File: src/verilog/qsched_defs.svh
// queue scheduler sizing
// requestor count, queue id and counter widths shared by the package and the RTL

`ifndef QSCHED_DEFS_SVH
`define QSCHED_DEFS_SVH

// number of enqueue FIFOs, which is also the number of arbiter requestors
`define QS_NUM_REQS 4

// width of a requestor index
`define QS_REQ_W 2

// queue id width, one state counter per id
`define QS_QID_W 5

// entries held by each enqueue FIFO
`define QS_FIFO_DEPTH 4

// per-qid counter width, the counters wrap
`define QS_CNT_W 8

// width of the sequence tag carried by every request
`define QS_TAG_W 8

// width of the stall limit input and of the stall counter
`define QS_STALL_W 3

`endif

File: src/verilog/qsched_pkg.sv
// queue scheduler types
// opcodes, pipeline stage names and the request and completion records

`include "qsched_defs.svh"

`default_nettype none

package qsched_pkg;

  // update applied to the counter of the addressed qid
  typedef enum logic {
    OP_INC = 1'b0,
    OP_DEC = 1'b1
  } qs_op_e;

  // stages of the read-modify-write pipeline, also used as record index
  typedef enum logic [1:0] {
    STG_RD  = 2'd0,
    STG_MOD = 2'd1,
    STG_WR  = 2'd2
  } qs_stage_e;

  // one enqueue request as pushed into a FIFO
  typedef struct packed {
    logic [`QS_QID_W-1:0] qid;
    qs_op_e               op;
    logic [`QS_TAG_W-1:0] tag;
  } qs_req_t;

  // a retired request with its source FIFO and the counter value it produced
  typedef struct packed {
    logic [`QS_QID_W-1:0] qid;
    qs_op_e               op;
    logic [`QS_TAG_W-1:0] tag;
    logic [`QS_REQ_W-1:0] src;
    logic [`QS_CNT_W-1:0] count;
  } qs_cmpl_t;

endpackage

`default_nettype wire

File: src/verilog/enq_fifo.sv
// enqueue FIFO
// circular buffer of requests that shows its oldest entry at the head

`include "qsched_defs.svh"

`default_nettype none

module enq_fifo (
  input  wire                 clk,
  input  wire                 rst_n,
  input  logic                push,
  input  qsched_pkg::qs_req_t push_req,
  input  logic                pop,
  output qsched_pkg::qs_req_t head,
  output logic                not_empty,
  output logic                full
);
  import qsched_pkg::*;

  localparam int DEPTH = `QS_FIFO_DEPTH;
  localparam int PTR_W = $clog2(DEPTH);
  localparam int OCC_W = $clog2(DEPTH + 1);

  // request storage addressed by the two pointers
  qs_req_t           mem [DEPTH];
  logic [PTR_W-1:0]  wr_ptr;
  logic [PTR_W-1:0]  rd_ptr;
  logic [OCC_W-1:0]  occ;
  logic              push_ok;
  logic              pop_ok;

  // a push into a full FIFO is dropped even if a pop happens in the same cycle
  assign push_ok = push & ~full;
  // pop comes from a grant, which only goes to a FIFO holding data
  assign pop_ok  = pop & not_empty;

  assign head      = mem[rd_ptr];
  assign not_empty = (occ != '0);
  assign full      = (occ == OCC_W'(DEPTH));

  always_ff @(posedge clk or negedge rst_n) begin
    if (!rst_n) begin
      wr_ptr <= '0;
      rd_ptr <= '0;
      occ    <= '0;
    end else begin
      if (push_ok) begin
        // wrap explicitly so depths other than a power of two also work
        wr_ptr <= (wr_ptr == PTR_W'(DEPTH - 1)) ? '0 : wr_ptr + 1'b1;
      end
      if (pop_ok) begin
        rd_ptr <= (rd_ptr == PTR_W'(DEPTH - 1)) ? '0 : rd_ptr + 1'b1;
      end
      // simultaneous push and pop leaves the occupancy unchanged
      if (push_ok && !pop_ok) begin
        occ <= occ + 1'b1;
      end else if (pop_ok && !push_ok) begin
        occ <= occ - 1'b1;
      end
    end
  end

  always_ff @(posedge clk) begin
    if (push_ok) begin
      mem[wr_ptr] <= push_req;
    end
  end

endmodule

`default_nettype wire

File: config.mk
export PLATFORM = sky130hd
export DESIGN_NAME = enq_fifo
export DESIGN_NICKNAME = d
export VERILOG_FILES = /design/src/verilog/qsched_pkg.sv /design/src/verilog/enq_fifo.sv
export VERILOG_INCLUDE_DIRS = /design/src /design/src/verilog
export SDC_FILE = /design/constraint.sdc
export NUM_CORES = 1
export LEC_CHECK = 0
export BUFFER_PORTS_ARGS = -buffer_cell sky130_fd_sc_hd__buf_2
export CAP_MARGIN = 20
export CORE_ASPECT_RATIO = 0.6
export CORE_MARGIN = 8
export CORE_UTILIZATION = 30
export DETAILED_ROUTE_END_ITERATION = 12
export GPL_TIMING_DRIVEN = 0
export PLACE_DENSITY_LB_ADDON = 0.1
export SLEW_MARGIN = 20
export SYNTH_ARGS = -nofsm -noshare
export SYNTH_HDL_FRONTEND = slang
export SYNTH_SLANG_ARGS = --single-unit
File: constraint.sdc
create_clock -name clk -period 5.5 [get_ports clk]
set_clock_uncertainty 0.05 [all_clocks]
set_input_delay 0.825 -clock clk [delete_from_list [all_inputs] [get_ports clk]]
set_output_delay 0.825 -clock clk [all_outputs]
set_load 0.01 [all_outputs]
Word-level counts from Yosys, hierarchy flattened
Memories as Yosys holds them, arrays and structs flattened.
Index checks and enable logic that the tools add are counted.
- div/mod/pow operators: 0
- reductions and logical operators: 6
- shift-type cells: 0
- muxes and demuxes: 6
- $mul: 0
- add/sub/neg operators: 4
- equal/unequal tests: 3
- magnitude comparators: 0
- bitwise operators: 3
- operators with widths (cell ; number):
    two-way mux 3 bit ; 2
    adder 2 x 1 -> 2 bit (second input constant) ; 2
    equality test 2 bit (second input constant) ; 2
    two-way mux 2 bit ; 2
    adder 3 x 1 -> 3 bit (second input constant) ; 1
    equality test 3 bit (second input constant) ; 1
    nonzero test 3 bit ; 1
    subtractor 3 x 1 -> 3 bit (second input constant) ; 1
    AND 1 bit ; 2
    logical AND 1 bit ; 2
    logical NOT 1 bit ; 2
    two-way mux 1 bit ; 2
    nonzero test 2 bit ; 1
    inverter 1 bit ; 1
- register bits after elaboration: 7
- RAM bits: 56
- bits in read-only memories: 0
- logic and storage cells: 26
- bits of input ports: 18
- memories: 1
- output and inout bits: 16
- latch bits: 0
- memory list (name ; words ; bits a word ; rd ports ; clocked after Yosys merged registers in ; write ports ; line ; source):
    mem ; 4 ; 14 ; 1 ; 0 ; 1 ; enq_fifo.sv:25 ; qs_req_t mem [DEPTH];

Longest topological paths before layout
- word-level depth: 7
- depth in mapped cells: 9
- gate-level depth less buffers: 8

Worst setup path after synthesis
No wires, ideal clock.
- path kind: input port to flip-flop
- from: input push
- to: register occ[1]
- slack: 3.324 ns
- data arrival time: 2.002 ns
- buffers on the path: 1
- stages on the path: 6
- data required time: 5.325 ns
- path through: nor2b_2 -> buf_6 -> ha_1 -> inv_1 -> fa_1 -> mux2_2
- longest elaborated chain between the ends: 4
- elaborated cells on any way between the ends: 6
- classes of those cells: mux (1); bitwise (1); reduce/logical (4)
- ends and longest elaborated chain (what ; line ; source):
    start, declared ; enq_fifo.sv:11 ; input logic push,
    AND 1 bit (*) ; enq_fifo.sv:33 ; assign push_ok = push & ~full;
    named net push_ok ; enq_fifo.sv:29 ; logic push_ok;
    logical NOT 1 bit ; enq_fifo.sv:57 ; end else if (pop_ok && !push_ok) begin
    logical AND 1 bit ; enq_fifo.sv:57 ;
    nonzero test 2 bit (no source line) ; -- ;
    end signal, assigned ; enq_fifo.sv:56 ; occ <= occ + 1'b1;
    end signal, assigned ; enq_fifo.sv:58 ; occ <= occ - 1'b1;
    end, declared ; enq_fifo.sv:28 ; logic [OCC_W-1:0] occ;
Mark *: on every way through the listed nets, which the timed path passes. The rest lies on a longest branch.
A chain may end at the register's enable or synchronous reset.

==> results.txt <==
The initialized floorplan defines 26 standard-cell rows. The floorplan step defined a die boundary enclosing 0.0117 mm². Setup violations remaining at the end of the flow were counted as 0. Routability-driven placement finished with a final weighted congestion of 0.621. The first global-routing pass estimated 7.28 mm of wire.

The clock root buffer master was sky130_fd_sc_hd__clkbuf_16. The max-slew violation total from the final report is 0, and the highest ir drop seen on vdd is 0.268 mV. Number of global-route vias before repair: 1316. The tools report the post-route cell area as 0.00311 mm². STA classifies the critical path startpoint as a flip-flop. The ratio of routed vias to standard cells is 4.28, and the post-cts resize count is 0. The netlist uses 19 different library cells.

TritonCTS built the clock tree. Peak-usage layer in the global routing report: met2. In this run switching power makes up 28.5% of total power.

The worst register-to-register path has a depth of 8. The detail route stage leaves a number of antenna-violating nets equal to 0. Summed over all failing endpoints, the final setup total negative slack is 0 ns. In this run the cell area of the synthesized design comes to 0.00251 mm². The top cell types in the final layout, fill and taps aside, are sky130_fd_sc_hd__edfxtp_1 (56), sky130_fd_sc_hd__buf_2 (34), sky130_fd_sc_hd__mux4_2 (14). The first routing iteration left 40 violations. Of all nets on the critical path, the largest fanout is 10. The internal portion of the total power is 1.26 mW. The routed via count came out at 1161. The net switching power figure is 0.504 mW.

The transition at the pin with the smallest max-transition slack works out to 0.458 ns. By startpoint and endpoint, the worst setup path is classified as flip-flop to output pin. The min-delay analysis places its worst path in the category input port to async pin. Setup repair after global routing left no endpoint under its margin. The filler cells instantiated in the layout total 800. For this run, the register share of the synthesized area comes to 73.8%.

STA puts the critical path data required time at 4.62 ns. The clock insertion delay at the later pin of the skew report came out at 0.33 ns. The power density of the placed cells is 568 mW/mm², and the initial core utilization is 30.2%.

The die is 86.9 µm tall. In this run the worst setup path terminates at head[8]. The overall track demand over capacity in global routing is 8.94%, and the fraction of layout cells with a size suffix above 1 is 49.7%. Synthesis handed over a netlist of 110 instances. STA classifies the critical path endpoint as an output pin. The tools report the final wirelength as 4.59 mm.

The count of hold buffers inserted by post-cts repair came out at 0. The library cell used most frequently in the layout, excluding fill and tap cells, is sky130_fd_sc_hd__edfxtp_1. In this run the tightest slew margin relative to its limit is 69.5%. The synthesized area per cell was 22.9 µm²; the average wire per standard cell was 16.9 µm.

The final layout contains 179 nets. Counting the buffers created by CTS gives 9. For met2 alone, demand over resource in global routing was 14.3%.

Data arrives at the worst endpoint at 1.73 ns. For the core area, the log shows 0.00833 mm². Count of max-cap constraint violations: 0.

The detailed-route DRC error count is 0. The reg-to-reg startpoint is occ[0]. The longest clock path from root to sink contains 2 buffers. The run gives 0 as the number of hold violations in the final report. The tools report the part of the power in combinational logic as 30.1%. The ratio of final minimum period to clock period works out to 47.3%.

The met1 track demand over resource in global routing is 8.97%, and the number of buffers added on ports is 33. The worst register-to-register path ends at occ[2]. The tree built by TritonCTS fans out to 63 sinks. Relative to the synthesized area, the layout overhead comes to 23.6%.

The setup check on the worst reg-to-reg path leaves a slack of 3.33 ns. When the netlist entered floorplanning its net count stood at 135. In this run the number of H-tree levels came out at 3. The relative contribution of sequential cells to total power was 39.6%; the first-pass iteration count of the detailed router was 2. Derived from the worst setup path, the maximum achievable clock frequency is 0.385 GHz.

The initial antenna violation count came out at 0. The maximum number of pins on one net before global-route repair came out at 15. The synthesized flop and latch total was 63; the post-layout minimum cycle time was 2.60 ns. Summed over all cells, the static leakage comes to 1.13 nW. 34 I/O pins were placed. During synthesis, Yosys emitted a total of 0 warnings. After clock tree synthesis, the clock-pin slew on the worst setup and hold paths is 0.05 ns. 0 antenna diodes ended up in the layout. The overall die width was 134 µm. Post-CTS timing repair inserted 0 buffers for setup.

In this run the cell area measured after placement is 0.00282 mm². The critical path launch point was rd_ptr[1]. The run finished with clean final reports. The routing usage on met3 is 5.70%, and the leftover overflow at the end of global routing is 0.

The share of total power dissipated in the clock network is 30.3%.
==> state kept, by name (all words and copies together) (netlist names) <==
name,count
wr_ptr,2
occ,3
mem,56
rd_ptr,2
==> logic make-up after synthesis <==
kind of cell	synth area share, %
AND/OR/NAND/NOR	3.63
multiplexers	15.4
flip-flops	73.8
adder cells (fa/ha/maj)	3.78
XOR/XNOR	1.04
buffers and inverters	2.34
==> power by group through the flow <==
| stage | combinational (mW) | clock [mW] | sequential [mW] |
|---|---|---|---|
| after floorplan | 0.382 | 0 | 0.690 |
| after global placement | 0.537 | 0 | 0.701 |
| after detailed placement | 0.552 | 0 | 0.710 |
| after CTS | 0.552 | 0.551 | 0.702 |
| after global routing | 0.584 | 0.575 | 0.712 |
| final | 0.532 | 0.535 | 0.699 |
==> metal layers <==
layer / part of all wire [%] / up-vias
li1: - / 528
met1: 41 / 593
met2: 49 / 32
met3: 7.9 / 8
met4: 1.4 / 0
met5: 0 / -
==> cell usage after synthesis (all sizes together) <==
| master | count | area, µm² |
|---|---|---|
| nor3b | 1 | 18.8 |
| nor2 | 3 | 11.3 |
| or3 | 1 | 11.3 |
| buf | 4 | 47.5 |
| nand2 | 1 | 11.3 |
| edfxtp | 56 | 1680 |
| ha | 6 | 75.1 |
| dfrtp | 7 | 175 |
| inv | 3 | 11.3 |
| xor2 | 2 | 17.5 |
| and2 | 4 | 30.0 |
| fa | 1 | 20.0 |
| mux2 | 5 | 71.3 |
| mux4 | 14 | 315 |
| nor2b | 1 | 8.76 |
| xnor2 | 1 | 8.76 |
==> cell type report <==
class	instances	area [µm²]	share of cell area, %
clock inverters	7	63.8	2.05
inverters	3	11.3	0.362
well taps	112	140	4.51
repair buffers	33	165	5.31
plain buffers	4	47.5	1.53
clock buffers	9	225	7.24
flip-flops and latches	63	1860	59.7
multi-input cells	40	599	19.3
==> through the flow <==
stage | utilization (%) | setup slack [ns] | power (mW) | hold WS [ns] | cells
3_3_place_gp | 33.9 | 3.19 | 1.24 | 0.430 | 255
3_5_place_dp | 33.9 | 3.14 | 1.26 | 0.459 | 255
4_1_cts | 37.3 | 2.83 | 1.80 | 0.273 | 271
5_1_grt | 37.3 | 2.77 | 1.87 | 0.279 | 271
2_1_floorplan | - | 3.32 | 1.07 | 0.414 | 110
6_report | 37.3 | 2.90 | 1.77 | 0.273 | 271
==> worst min-delay path by stage <==
stage                 from   endpoint  slack [ns]  depth (start not counted)
floorplan           occ[2]     occ[2]        0.41                          1
global placement    occ[2]     occ[2]        0.43                          1
detailed placement  occ[2]     occ[2]        0.46                          1
CTS                  rst_n  wr_ptr[0]        0.27                          1
global route         rst_n     occ[0]        0.28                          1
finish               rst_n     occ[0]        0.27                          1
==> critical path, cell delays in order, from the launching register on <==
cell                      delay (ns)
sky130_fd_sc_hd__dfrtp_1        0.53
sky130_fd_sc_hd__buf_2          0.33
sky130_fd_sc_hd__mux4_2         0.37
sky130_fd_sc_hd__buf_2          0.16
Power figures use the tool's default switching activity.
