`config.mk`:
```
export PLATFORM = sky130hd
export DESIGN_NAME = qstate_pipe
export DESIGN_NICKNAME = d
export VERILOG_FILES = /design/src/verilog/qsched_pkg.sv /design/src/verilog/qstate_pipe.sv
export VERILOG_INCLUDE_DIRS = /design/src /design/src/verilog
export SDC_FILE = /design/constraint.sdc
export NUM_CORES = 1
export LEC_CHECK = 0
export BUFFER_PORTS_ARGS = -buffer_cell sky130_fd_sc_hd__clkbuf_2
export CORE_MARGIN = 2
export CORE_UTILIZATION = 50
export CTS_CLUSTER_DIAMETER = 150
export DETAILED_ROUTE_END_ITERATION = 8
export PLACE_DENSITY = 0.65
export SETUP_SLACK_MARGIN = 0.4
export SLEW_MARGIN = 20
export SYNTH_ARGS = -nofsm -noshare
export SYNTH_HDL_FRONTEND = slang
export SYNTH_SLANG_ARGS = --single-unit
export TNS_END_PERCENT = 100
```
`constraint.sdc`:
```
create_clock -name clk -period 3.85 [get_ports clk]
set_input_delay 0.77 -clock clk [delete_from_list [all_inputs] [get_ports clk]]
set_output_delay 0.77 -clock clk [all_outputs]
set_load 0.01 [all_outputs]
```
`src/verilog/qsched_defs.svh`:
```
// queue scheduler sizing
// requestor count, queue id and counter widths shared by the package and the RTL

`ifndef QSCHED_DEFS_SVH
`define QSCHED_DEFS_SVH

// number of enqueue FIFOs, which is also the number of arbiter requestors
`define QS_NUM_REQS 4

// width of a requestor index
`define QS_REQ_W 2

// queue id width, one state counter per id
`define QS_QID_W 5

// entries held by each enqueue FIFO
`define QS_FIFO_DEPTH 4

// per-qid counter width, the counters wrap
`define QS_CNT_W 8

// width of the sequence tag carried by every request
`define QS_TAG_W 8

// width of the stall limit input and of the stall counter
`define QS_STALL_W 3

`endif

```
`src/verilog/qsched_pkg.sv`:
```
// queue scheduler types
// opcodes, pipeline stage names and the request and completion records

`include "qsched_defs.svh"

`default_nettype none

package qsched_pkg;

  // update applied to the counter of the addressed qid
  typedef enum logic {
    OP_INC = 1'b0,
    OP_DEC = 1'b1
  } qs_op_e;

  // stages of the read-modify-write pipeline, also used as record index
  typedef enum logic [1:0] {
    STG_RD  = 2'd0,
    STG_MOD = 2'd1,
    STG_WR  = 2'd2
  } qs_stage_e;

  // one enqueue request as pushed into a FIFO
  typedef struct packed {
    logic [`QS_QID_W-1:0] qid;
    qs_op_e               op;
    logic [`QS_TAG_W-1:0] tag;
  } qs_req_t;

  // a retired request with its source FIFO and the counter value it produced
  typedef struct packed {
    logic [`QS_QID_W-1:0] qid;
    qs_op_e               op;
    logic [`QS_TAG_W-1:0] tag;
    logic [`QS_REQ_W-1:0] src;
    logic [`QS_CNT_W-1:0] count;
  } qs_cmpl_t;

endpackage

`default_nettype wire

```
`src/verilog/qstate_pipe.sv`:
```
// per-qid state pipeline
// three-stage read-modify-write over the qid counters with result forwarding,
// plus the collision mask that tells the arbiter which heads are in flight

`include "qsched_defs.svh"

`default_nettype none

module qstate_pipe (
  input  wire                    clk,
  input  wire                    rst_n,
  input  logic                   in_v,
  input  qsched_pkg::qs_req_t    in_req,
  input  logic [`QS_REQ_W-1:0]   in_src,
  input  qsched_pkg::qs_req_t    heads [`QS_NUM_REQS],
  output logic [`QS_NUM_REQS-1:0] collide,
  output logic                   cmpl_v,
  output qsched_pkg::qs_cmpl_t   cmpl
);
  import qsched_pkg::*;

  localparam int NUM_Q    = 1 << `QS_QID_W;
  localparam int NUM_STG  = 3;
  localparam int NUM_REQS = `QS_NUM_REQS;

  // counter memory, cleared on reset so every qid starts at zero
  logic [`QS_CNT_W-1:0] mem [NUM_Q];

  // stage records, indexed by the stage enum
  logic [NUM_STG-1:0]   stg_v;
  qs_cmpl_t             stg [NUM_STG];

  qs_cmpl_t             rd_nxt;
  qs_cmpl_t             mod_nxt;
  logic [`QS_CNT_W-1:0] mod_base;

  // a new entry starts with a blank count, RD fills it in below
  always_comb begin
    rd_nxt = '{qid:   in_req.qid,
               op:    in_req.op,
               tag:   in_req.tag,
               src:   in_src,
               count: '0};
  end

  // MOD picks the freshest value of its qid
  always_comb begin
    mod_nxt = stg[STG_MOD];
    // the entry MOD finished last cycle sits in WR and is not yet in memory
    if (stg_v[STG_WR] && (stg[STG_WR].qid == stg[STG_MOD].qid)) begin
      mod_base = stg[STG_WR].count;
    // the entry WR retired at the last edge was written after RD read memory
    end else if (cmpl_v && (cmpl.qid == stg[STG_MOD].qid)) begin
      mod_base = cmpl.count;
    end else begin
      mod_base = stg[STG_MOD].count;
    end
    if (stg[STG_MOD].op == OP_INC) begin
      mod_nxt.count = mod_base + 1'b1;
    end else begin
      mod_nxt.count = mod_base - 1'b1;
    end
  end

  // a head collides when its qid matches any valid stage, empty FIFOs are
  // filtered out by the arbiter's request vector
  always_comb begin
    collide = '0;
    for (int i = 0; i < NUM_REQS; i++) begin
      for (int s = 0; s < NUM_STG; s++) begin
        if (stg_v[s] && (stg[s].qid == heads[i].qid)) begin
          collide[i] = 1'b1;
        end
      end
    end
  end

  // valid bits, completion strobe and the memory write
  always_ff @(posedge clk or negedge rst_n) begin
    if (!rst_n) begin
      stg_v  <= '0;
      cmpl_v <= 1'b0;
      for (int q = 0; q < NUM_Q; q++) begin
        mem[q] <= '0;
      end
    end else begin
      stg_v[STG_RD]  <= in_v;
      stg_v[STG_MOD] <= stg_v[STG_RD];
      stg_v[STG_WR]  <= stg_v[STG_MOD];
      // WR writes back and retires in the same edge
      cmpl_v         <= stg_v[STG_WR];
      if (stg_v[STG_WR]) begin
        mem[stg[STG_WR].qid] <= stg[STG_WR].count;
      end
    end
  end

  // payload follows the valid bits down the pipeline
  always_ff @(posedge clk) begin
    stg[STG_RD]  <= rd_nxt;
    // RD reads memory here, MOD may still replace the value by forwarding
    stg[STG_MOD] <= '{qid:   stg[STG_RD].qid,
                      op:    stg[STG_RD].op,
                      tag:   stg[STG_RD].tag,
                      src:   stg[STG_RD].src,
                      count: mem[stg[STG_RD].qid]};
    stg[STG_WR]  <= mod_nxt;
    cmpl         <= stg[STG_WR];
  end

endmodule

`default_nettype wire

```
# Word level (Yosys, flattened, before mapping)
# Memory sizes are Yosys's and may differ from the RTL's.
# Cells that the tools add are included.
[word_totals] romBits=0 ramBits=72 ff_bits=284 latchBits=0 n_memories=1 inputBits=75
[mem_list] memory="stg" words=3 width=24 read_ports=3 rd_ports_with_merged_regs=0 wr=3 line="qstate_pipe.sv:31" text="qs_cmpl_t stg [NUM_STG];"
[classes] reduce_logical=15 n_lt_le_gt_ge=3 addsub=2 multipliers=0 n_shift=0 n_eq_ne=14 bitwise=2 div_mod_pow=0 n_mux=21
[ops] operator="$bwmux W256" count=1
[ops] operator="$eq A5 B5 Y1" count=14
[ops] operator="$mux W8" count=6
[ops] operator="$bmux W8 S5" count=1
[ops] operator="$demux W8 S5" count=1
[ops] operator="$logic_and A1 B1 Y1" count=15
[ops] operator="$ge A6 B6 Y1 const B" count=2
[ops] operator="$mux W1" count=12
[ops] operator="$not A5 Y6" count=2
[ops] operator="$add A8 B1 Y8 const B" count=1
[ops] operator="$sub A8 B1 Y8 const B" count=1
[ops] operator="$lt A6 B1 Y1 const B" count=1

# Depth between registers and ports, before layout
# Gate-level depths: netlist of run 1.
# An unclocked memory read counts as a cell.
[logic_depth] ltp_word=7 mapped_depth=14 ltp_nobuf=12

# Least setup slack after synthesis of run 1
# OpenSTA, ideal clock, no wires.
[synth_path] path_type="register to register" from="mem stg[0][44] in the netlist's numbering" to="mem stg[0][54] in the netlist's numbering" stages_incl_launch_ff=13 slack_ns=0.952 arrival_time_ns=2.826 n_path_buf=1 path_cell_list="dfxtp_1 > clkbuf_1 > xnor2_1 > nand4_1 > nor2_1 > mux2i_1 > o21ai_0 > fa_1 > a21o_1 > a21oi_1 > o21bai_1 > a21oi_1 > xnor2_1"
[synth_lines] item="start, declared" line="qstate_pipe.sv:31"

==> impl_metrics.py, run 1 <==
metrics = {
    "run_status": {
        "outcome": "complete, no violations",
    },
    "timing": {
        "setup-tns-final_ns": 0,
        "skew_ns": 0.0149,
        "grt_setup_unrepaired": "false",
        "final_setup_violation_count": 0,
        "final_hold_viol_count": 0,
        "transition_time_of_the_tightest_slew_check_pin_ns": 0.880,
        "setup_ws_ns": 0.790,
        "max_freq_mhz": 327,
        "min_period_over_period": 0.795,
        "timing.slew.headroom": 0.411,
        "slew_violations": 0,
        "finalCriticalPeriod_ns": 3.06,
    },
    "synthesis": {
        "synth.ff_latch_count": 348,
        "yosysWarningCount": 0,
        "synth_top_area_frac": 0.437,
        "ys_async_rst_share": 0.747,
        "synth.yosys.seq_area_share": 0.556,
        "netlist_top_cells_area": "dfrtp_1 (44%), mux2_2 (20%), dfxtp_1 (12%), mux4_2 (10%), xor2_1 (3.0%)",
        "post_synth.cell_area_avg_um2": 15.3,
        "postSynthCellCount": 971,
        "synth.cell_area_um2": 14900,
        "synthDistinctLibCells": 39,
        "synth_enable_flop_cells": 0,
        "most_frequently_used_flop_master_after_synthesis": "dfrtp_1",
        "yosysTopAreaCell": "dfrtp_1",
        "synthesis.nets": 1053,
    },
    "detailed_routing": {
        "detail_route.wirelength_um": 32500,
        "via_per_inst": 5.66,
        "initial_drc_count": 626,
        "detailroute.via_count": 8276,
        "post-route-drc-count": 0,
        "ant_nets": 0,
        "drtPass1Iterations": 4,
        "routed_wire_length_per_instance_um": 22.3,
    },
    "clocking": {
        "max-clock-path-buffers": 3,
        "cts_inserted_buffers": 39,
        "cts_root_buf": "clkbuf_16",
        "clock_sink_count": 348,
        "post-cts-setup-buffer-count": 0,
        "clk_latency_worst_skew_pair_ns": 0.52,
        "tritoncts": "built",
        "cts_max_level": 2,
        "clk_pin_slew_ns": 0.06,
    },
    "global_routing": {
        "grt_overflow_total": 0,
        "gr-usage-all-layers": 0.218,
        "number_of_antenna_violations_at_the_first_check_in_global_routing": 0,
        "grt_start_max_net_pins": 93,
        "grt_pass1_wl_um": 51200,
        "grt_pass1_vias": 8547,
    },
    "final_layout": {
        "multi_input_area_um2": 6300,
        "sequential_cell_area_um2": 8280,
        "antenna-diode-count": 0,
        "area_growth_syn_to_layout_pct": 13.8,
        "final_net_count": 1124,
        "finish.utilization": 0.574,
        "layout-drive-gt1-share": 0.456,
        "layout.cells.most_common_list": "mux2_2 (264), dfrtp_1 (260), dfxtp_1 (86)",
        "filler_cell_count": 2306,
        "design_area_um2": 16900,
        "commonest_non_fill_non_tap_cell_in_the_layout": "mux2_2",
    },
    "setup_path": {
        "cp-start-kind": "flop",
        "crit_path_max_fanout": 13,
        "reg2reg_to": "stg[0][54]",
        "crit_arrival_ns": 3.51,
        "setup.worst_path.end_class": "flop",
        "worst-r2r-setup-slack_ns": 0.79,
        "cp-startpoint": "stg[0][68]",
        "reg2reg_from": "stg[0][68]",
        "worst-r2r-cell-count": 10,
        "required_ns": 4.30,
        "setup.worst_path.class": "reg -> reg",
    },
    "placement": {
        "placement.setup.worst_slack_ns": 0.688,
        "hpwl_um": 20700,
        "placedInstanceArea_um2": 15700,
        "gpl.final_weighted_congestion": 0.850,
        "port_buffers": 67,
    },
    "die": {
        "floorplan.core_area_um2": 29500,
        "effective_utilization_at_floorplan": 0.505,
        "die_w_um": 176,
        "placementRows": 63,
        "die_height_um": 176,
        "top_level_ports": 104,
        "die_area_um2": 31100,
    },
    "pwr": {
        "power_density_nw_per_um2": 712,
        "overall_power_mw": 12.1,
        "vdd_drop_max_mv": 0.311,
        "cellLeakagePower_nw": 7.48,
    },
    "worst_hold_path": {
        "hold_path_class": "in -> async",
    },
    "job": {
        "drv_cap": 0,
    },
}
## power by group
part / leakage (nW) / switching (mW) / internal (mW)
registers: 4.06 / 0.622 / 4.85
clock network: 0.621 / 1.43 / 2.21
logic: 2.80 / 1.34 / 1.61
## flip-flops by register name (all words and copies together), names as in the netlist
signal and count:
cmpl 24, cmpl_v 1, mem 256, stg 64, stg_v 3
## synthesized netlist by cell type (3+ instances only)
cell / n
mux2_2: 264
mux4_1: 14
nand3b_1: 4
o21ai_0: 11
clkbuf_1: 44
nor2_1: 16
dfxtp_1: 88
xor2_1: 51
nor2_2: 4
nor4_1: 12
mux2i_1: 6
xnor2_1: 26
nand3_1: 20
dfrtp_1: 260
buf_12: 3
a21oi_1: 5
nor3b_1: 4
buf_1: 7
ha_1: 6
buf_2: 6
mux4_2: 66
nand2_1: 30
inv_1: 3
## layer usage
layer  up-vias  global-route usage  wire [um]
li1       3695                   -          -
met1      4326               0.319      15000
met2       196               0.336      14900
met3        59              0.0396       1830
met4         0              0.0603        769
met5         -                   0          0
## critical path: stages (launching register included)
cell and delay, ns:
dfxtp_1 0.70, xnor2_1 0.18, nand4_1 0.19, nor2_2 0.36, o21ai_0 0.27, fa_1 0.48, a21o_1 0.17, a21oi_1 0.22
o21bai_1 0.10, a21oi_1 0.18, xnor2_1 0.13
## repair_timing
item / in CTS / in global routing
setup endpoints to repair: 0 / 1
gates resized for setup: 0 / 1
hold buffers: 0 / 0
## worst max path at each step
stage	to	cells past startpoint
floorplan	stg[0][54]	12
global placement	stg[0][54]	10
detailed placement	stg[0][54]	10
CTS	stg[0][54]	10
global route	stg[0][54]	10
finish	stg[0][54]	10
## cells by family after synthesis
| family | synth area share |
|---|---|
| adders and majority gates | 0.00639 |
| and+or+nand+nor | 0.0345 |
| DFF | 0.556 |
| buffers and inverters | 0.0204 |
| muxes | 0.329 |
| xor gates and xnor gates | 0.0453 |
| AOI/OAI and AO/OA | 0.00892 |
## layout make-up
class,count,share of cell area
clock inverter,11,0.00651
multi-input combinational,559,0.373
inverter,3,0.000665
clock buffer,60,0.0684
tap,390,0.0288
timing repair buffer,91,0.0340
sequential,348,0.489
## through the flow
step                hold slack (ns)  cells
floorplan                     0.310    971
global placement              0.311   1391
detailed placement            0.313   1391
CTS                           0.301   1462
global route                  0.327   1462
finish                        0.281   1462
No activity file was read; power rests on OpenSTA's default activity.
==> run 2, diff against run 1 <==
==> constraint.sdc (replaced) <==
create_clock -name clk -period 3.1 [get_ports clk]
set_input_delay 0.62 -clock clk [delete_from_list [all_inputs] [get_ports clk]]
set_output_delay 0.62 -clock clk [all_outputs]
set_load 0.01 [all_outputs]
==> run 2 against run 1 <==
Compared with the run above:
- non-clock buffer count rose by 24
- register-to-register slack got worse by 0.32 ns
- critical path depth rose by 2
- core utilization rose by 1.6 points
- cell area rose by 2.8%
- sequential power rose by 24%
- fmax rose by 16%
- clock power rose by 38%
- clock skew rose by 0.0042 ns
- global-route usage barely moved
- die area did not move
- first-iteration DRC count fell by 22%
- critical path type unchanged
- largest cell class unchanged
- highest routed layer unchanged
==> impl_metrics.py, run 2 (same netlist as run 1, synthesis figures left out) <==
metrics = {
    "clocking": {
        "cts_max_level": 2,
        "max-clock-path-buffers": 3,
        "tritoncts": "built",
        "hold_buffers": 0,
        "clk_latency_worst_skew_pair_ns": 0.53,
        "cts_inserted_buffers": 39,
        "clk_pin_slew_ns": 0.06,
        "cts_root_buf": "clkbuf_16",
        "clock_sink_count": 348,
    },
    "setup_path": {
        "crit_arrival_ns": 3.08,
        "setup.worst_path.class": "reg -> reg",
        "worst-r2r-setup-slack_ns": 0.47,
        "required_ns": 3.55,
        "cp-endpoint": "stg[0][51]",
        "reg2reg_from": "cmpl[20]",
        "setup.worst_path.end_class": "flop",
        "crit_path_max_fanout": 4,
        "cp-start-kind": "flop",
        "reg2reg_to": "stg[0][51]",
        "worst-r2r-cell-count": 12,
        "cp-startpoint": "cmpl[20]",
    },
    "detailed_routing": {
        "drtPass1Iterations": 4,
        "wl_met2_um": 15300,
        "initial_drc_count": 487,
        "post-route-drc-count": 0,
        "detailroute.via_count": 8368,
        "detailroute.wirelength.met3_um": 1780,
        "via_per_inst": 5.63,
        "met1_routed_length_um": 15100,
        "detail_route.wirelength_um": 33100,
        "highest_layer": "met4",
        "ant_nets": 0,
        "routed_wire_length_per_instance_um": 22.3,
    },
    "final_layout": {
        "antenna-diode-count": 0,
        "max_flop_register": "mem",
        "final_net_count": 1148,
        "design_area_um2": 17400,
        "instances_no_fill": 1486,
        "layout.cells.most_common_list": "mux2_2 (264), dfrtp_1 (260), dfxtp_1 (82)",
        "layout_top_registers": "mem (256), stg (64), cmpl (24)",
        "layout-drive-gt1-share": 0.487,
        "largest_reg_flops": 256,
        "area_growth_syn_to_layout_pct": 17.0,
        "commonest_non_fill_non_tap_cell_in_the_layout": "mux2_2",
    },
    "placement": {
        "gpl.final_weighted_congestion": 0.846,
        "port_buffers": 67,
        "dpl.cell_count": 1403,
        "placedInstanceArea_um2": 15800,
        "hpwl_um": 21000,
    },
    "die": {
        "floorplan.core_area_um2": 29500,
        "die_w_um": 176,
        "top_level_ports": 104,
        "die_area_um2": 31100,
        "placementRows": 63,
        "effective_utilization_at_floorplan": 0.505,
        "die_height_um": 176,
    },
    "timing": {
        "slew_violations": 0,
        "timing.slew.headroom": 0.413,
        "min_period_over_period": 0.847,
        "grt_setup_unrepaired": "true",
        "finalCriticalPeriod_ns": 2.63,
        "setup-tns-final_ns": 0,
        "final_hold_viol_count": 0,
        "max_freq_mhz": 381,
        "transition_time_of_the_tightest_slew_check_pin_ns": 0.877,
        "final_setup_violation_count": 0,
        "skew_ns": 0.0191,
    },
    "worst_hold_path": {
        "hold_path_class": "in -> async",
    },
    "global_routing": {
        "grt_overflow_total": 0,
        "grt_pass1_wl_um": 51200,
        "grt_start_max_net_pins": 75,
        "number_of_antenna_violations_at_the_first_check_in_global_routing": 0,
        "grt_pass1_vias": 8601,
        "gr-usage-all-layers": 0.218,
    },
    "pwr": {
        "cellLeakagePower_nw": 7.74,
        "power_density_nw_per_um2": 896,
        "vdd_drop_max_mv": 0.626,
    },
    "run_status": {
        "outcome": "complete, no violations",
    },
    "job": {
        "drv_cap": 0,
    },
}
-- run 2: cell count changes in the layout (fill, tap and decap cells not counted), sizes merged --
cell	previous run	this run
clkinvlp	1	0
buf	25	48
bufinv	2	8
clkinv	8	13
clkbuf	126	117
-- run 2: cell type report --
type | count | area [um2]
tap | 390 | 488
inverter | 3 | 11.3
clock buffer | 50 | 1100
clock inverter | 21 | 319
timing repair buffer | 115 | 838
sequential | 348 | 8280
fill | 2340 | 12100
multi-input combinational | 559 | 6360
-- run 2: through the flow --
step                      utilization  hold WS [ns]  setup WS, ns  total power, mW
after floorplan                     -         0.310         0.452             9.25
after global placement          0.536         0.311         0.341             10.4
after detailed placement        0.536         0.313         0.288             10.6
after CTS                       0.585        0.0934         0.403             15.6
after global routing            0.590         0.103         0.336             16.4
final                           0.590        0.0589         0.474             15.6
-- run 2: how the worst min path moves through the flow --
stage                       endpoint        from  cells after the start  slack, ns
after global placement    stg[0][64]  stg[0][40]                      0       0.31
final                       mem[159]       rst_n                      1       0.06
after detailed placement  stg[0][62]  stg[0][38]                      0       0.31
after CTS                   mem[159]       rst_n                      1       0.09
after floorplan             cmpl[10]  stg[0][58]                      0       0.31
after global routing        mem[159]       rst_n                      1       0.10
-- run 2: metal layers --
metal / up-vias / global-route usage
li1: 3747 / -
met1: 4368 / 0.316
met2: 196 / 0.338
met3: 57 / 0.0370
met4: 0 / 0.0661
met5: - / 0
-- run 2: report_power, final --
part	total, mW	internal [mW]	switching [mW]
Combinational	3.79	2.06	1.73
Sequential	6.77	6.02	0.750
Clock	5.02	3.18	1.84
-- run 2: repair_timing --
action                     CTS  global route
setup buffers                4             7
pin swaps                    1             7
gates resized for setup      2            18
setup endpoints to repair    6             7
cloned                       0             1
-- run 2: worst max-delay path, cell delays in order (launching register included) --
cell	delay (ns)
dfxtp_1	0.33
xnor2_2	0.19
nand4_1	0.21
nor2_4	0.22
buf_4	0.15
mux2i_1	0.17
o21ai_0	0.10
ha_1	0.35
o311ai_0	0.18
a31oi_1	0.23
buf_4	0.16
nand2b_1	0.11
xor2_1	0.16
==> run 3, diff against run 2 <==
==> constraint.sdc (replaced) <==
create_clock -name clk -period 2.65 [get_ports clk]
set_input_delay 0.53 -clock clk [delete_from_list [all_inputs] [get_ports clk]]
set_output_delay 0.53 -clock clk [all_outputs]
set_load 0.01 [all_outputs]
==> run 3 against run 2 <==
Compared with the run above:
- die area unchanged
- critical path depth did not move
- sequential cell count did not move
- clock power up 6.6%
- core utilization is 1.5 points higher
- register-to-register slack lost 0.35 ns
- non-clock buffer count rose by 32
- clock-buffer cell count grew 12
- sequential power increased by 17%
- critical endpoint is now stg[0][54]
==> impl_metrics.py, run 3 (same netlist as run 1, synthesis figures left out) <==
metrics = {
    "run_status": {
        "outcome": "complete, no violations",
    },
    "final_layout": {
        "max_flop_register": "mem",
        "antenna-diode-count": 0,
        "layout-drive-gt1-share": 0.518,
        "filler_cell_count": 2272,
        "design_area_um2": 17900,
        "multi_input_area_um2": 6450,
        "layout.cells.most_common_list": "dfrtp_1 (260), mux2_2 (256), dfxtp_1 (76)",
        "area_growth_syn_to_layout_pct": 20.0,
        "layout_top_registers": "mem (256), stg (64), cmpl (24)",
        "sequential_cell_area_um2": 8300,
        "commonest_non_fill_non_tap_cell_in_the_layout": "dfrtp_1",
        "instances_no_fill": 1517,
        "final_net_count": 1179,
        "largest_reg_flops": 256,
    },
    "timing": {
        "final_setup_violation_count": 0,
        "slew_violations": 0,
        "min_period_over_period": 0.954,
        "timing.slew.headroom": 0.622,
        "transition_time_of_the_tightest_slew_check_pin_ns": 0.566,
        "grt_setup_unrepaired": "true",
        "finalCriticalPeriod_ns": 2.53,
        "max_freq_mhz": 396,
        "skew_ns": 0.0137,
        "worst_hold_slack_ns": 0.106,
        "setup_ws_ns": 0.123,
        "final_hold_viol_count": 0,
    },
    "setup_path": {
        "cp_cell_sequence": "xnor2_2, nand4_1, nor2_4, buf_4, mux2i_4, o21ai_2, fa_2, a21o_1, a21oi_2, o21bai_1, a21oi_1, xnor2_1",
        "required_ns": 3.10,
        "cp-start-kind": "flop",
        "setup.worst_path.class": "reg -> reg",
        "cp_slowest_stage_delay_ns": 0.35,
        "timing.critical_path.slowest_stage_cell": "fa_2",
        "crit_path_max_fanout": 5,
        "setup.worst_path.end_class": "flop",
        "crit_arrival_ns": 2.98,
    },
    "placement": {
        "placement.setup.worst_slack_ns": 0.119,
        "gpl.final_weighted_congestion": 0.831,
        "hpwl_um": 21300,
        "placedInstanceArea_um2": 16000,
        "port_buffers": 67,
        "dpl.cell_count": 1420,
    },
    "global_routing": {
        "number_of_antenna_violations_at_the_first_check_in_global_routing": 0,
        "grt_start_max_net_pins": 66,
        "grt_overflow_total": 0,
        "gr-usage-all-layers": 0.234,
        "grt_pass1_wl_um": 54300,
        "grt_pass1_vias": 8860,
    },
    "detailed_routing": {
        "routed_wire_length_per_instance_um": 23.4,
        "initial_drc_count": 468,
        "via_per_inst": 5.71,
        "detailroute.via_count": 8669,
        "post-route-drc-count": 0,
        "ant_nets": 0,
        "drtPass1Iterations": 5,
        "detail_route.wirelength_um": 35400,
    },
    "clocking": {
        "clk_pin_slew_ns": 0.06,
        "max-clock-path-buffers": 3,
        "clock_sink_count": 348,
        "cts_root_buf": "clkbuf_16",
        "cts_max_level": 2,
        "clk_latency_worst_skew_pair_ns": 0.52,
        "cts_inserted_buffers": 38,
        "tritoncts": "built",
    },
    "die": {
        "die_w_um": 176,
        "die_area_um2": 31100,
        "die_height_um": 176,
        "top_level_ports": 104,
        "effective_utilization_at_floorplan": 0.505,
        "placementRows": 63,
        "floorplan.core_area_um2": 29500,
    },
    "worst_hold_path": {
        "hold_path_class": "in -> reg",
    },
    "pwr": {
        "cellLeakagePower_nw": 7.94,
        "vdd_drop_max_mv": 0.474,
        "power_density_nw_per_um2": 1010,
    },
    "job": {
        "drv_cap": 0,
    },
}
## run 3: cell count changes in the layout (fill, tap and decap cells not counted), moves of 6 or more
cell | previous run | this run
buf_16 | 1 | 8
buf_4 | 37 | 49
buf_6 | 2 | 8
bufinv_16 | 8 | 1
clkbuf_8 | 4 | 10
dfxtp_1 | 82 | 76
mux2_2 | 264 | 256
mux2_4 | 0 | 8
mux4_1 | 14 | 8
mux4_2 | 66 | 72
## run 3: final timing paths
kind,startpoint,to,slack (ns),cells past startpoint
max in group asynchronous,rst_n,mem[4],1.36,3
max,cmpl[19],stg[0][54],0.12,12
min,in_req[2],stg[0][12],0.11,1
max reg2reg,cmpl[19],stg[0][54],0.12,12
min in group asynchronous,rst_n,mem[178],0.55,2
min reg2reg,stg[0][17],stg[0][41],0.32,0
## run 3: layer usage
| layer | global-route usage | vias up | part of all wire |
|---|---|---|---|
| li1 | - | 3817 | - |
| met1 | 0.332 | 4593 | 0.45 |
| met2 | 0.375 | 203 | 0.48 |
| met3 | 0.0357 | 56 | 0.041 |
| met4 | 0.0706 | 0 | 0.027 |
| met5 | 0 | - | 0 |
## run 3: layout make-up
class,count,area share
flip-flops and latches,348,0.465
inverters,3,0.000631
well taps,390,0.0273
clock buffers,62,0.0687
repair buffers,147,0.0733
clock inverters,8,0.00357
multi-input cells,559,0.362
## run 3: worst max-delay path, delay by kind of cell, from the launching register on
family	cells	cell delay [ns]
buffers and inverters	1	0.16
adders and majority gates	1	0.35
and+or+nand+nor	2	0.42
xor gates and xnor gates	2	0.32
muxes	1	0.22
DFF	1	0.34
AOI/OAI and AO/OA	5	0.66
## run 3: what timing repair did
action,CTS,global route
endpoints found under the hold margin,58,0
gates cloned,6,0
hold buffers,1,0
setup buffers,16,4
resized for setup,39,38
pin swaps,12,15
endpoints found under the setup margin,16,18
## run 3: per-stage QoR
stage / util / power (mW) / setup TNS (ns)
2_1_floorplan: - / 10.9 / 0
3_3_place_gp: 0.542 / 12.3 / 0
3_5_place_dp: 0.542 / 12.5 / 0
4_1_cts: 0.601 / 18.1 / 0
5_1_grt: 0.606 / 18.9 / -0.110
6_report: 0.606 / 18.1 / 0
## run 3: report_power, final
| part | switching, mW | internal [mW] | total, mW |
|---|---|---|---|
| combinational | 2.21 | 2.59 | 4.80 |
| sequential | 0.861 | 7.04 | 7.90 |
| clock | 2.09 | 3.26 | 5.35 |
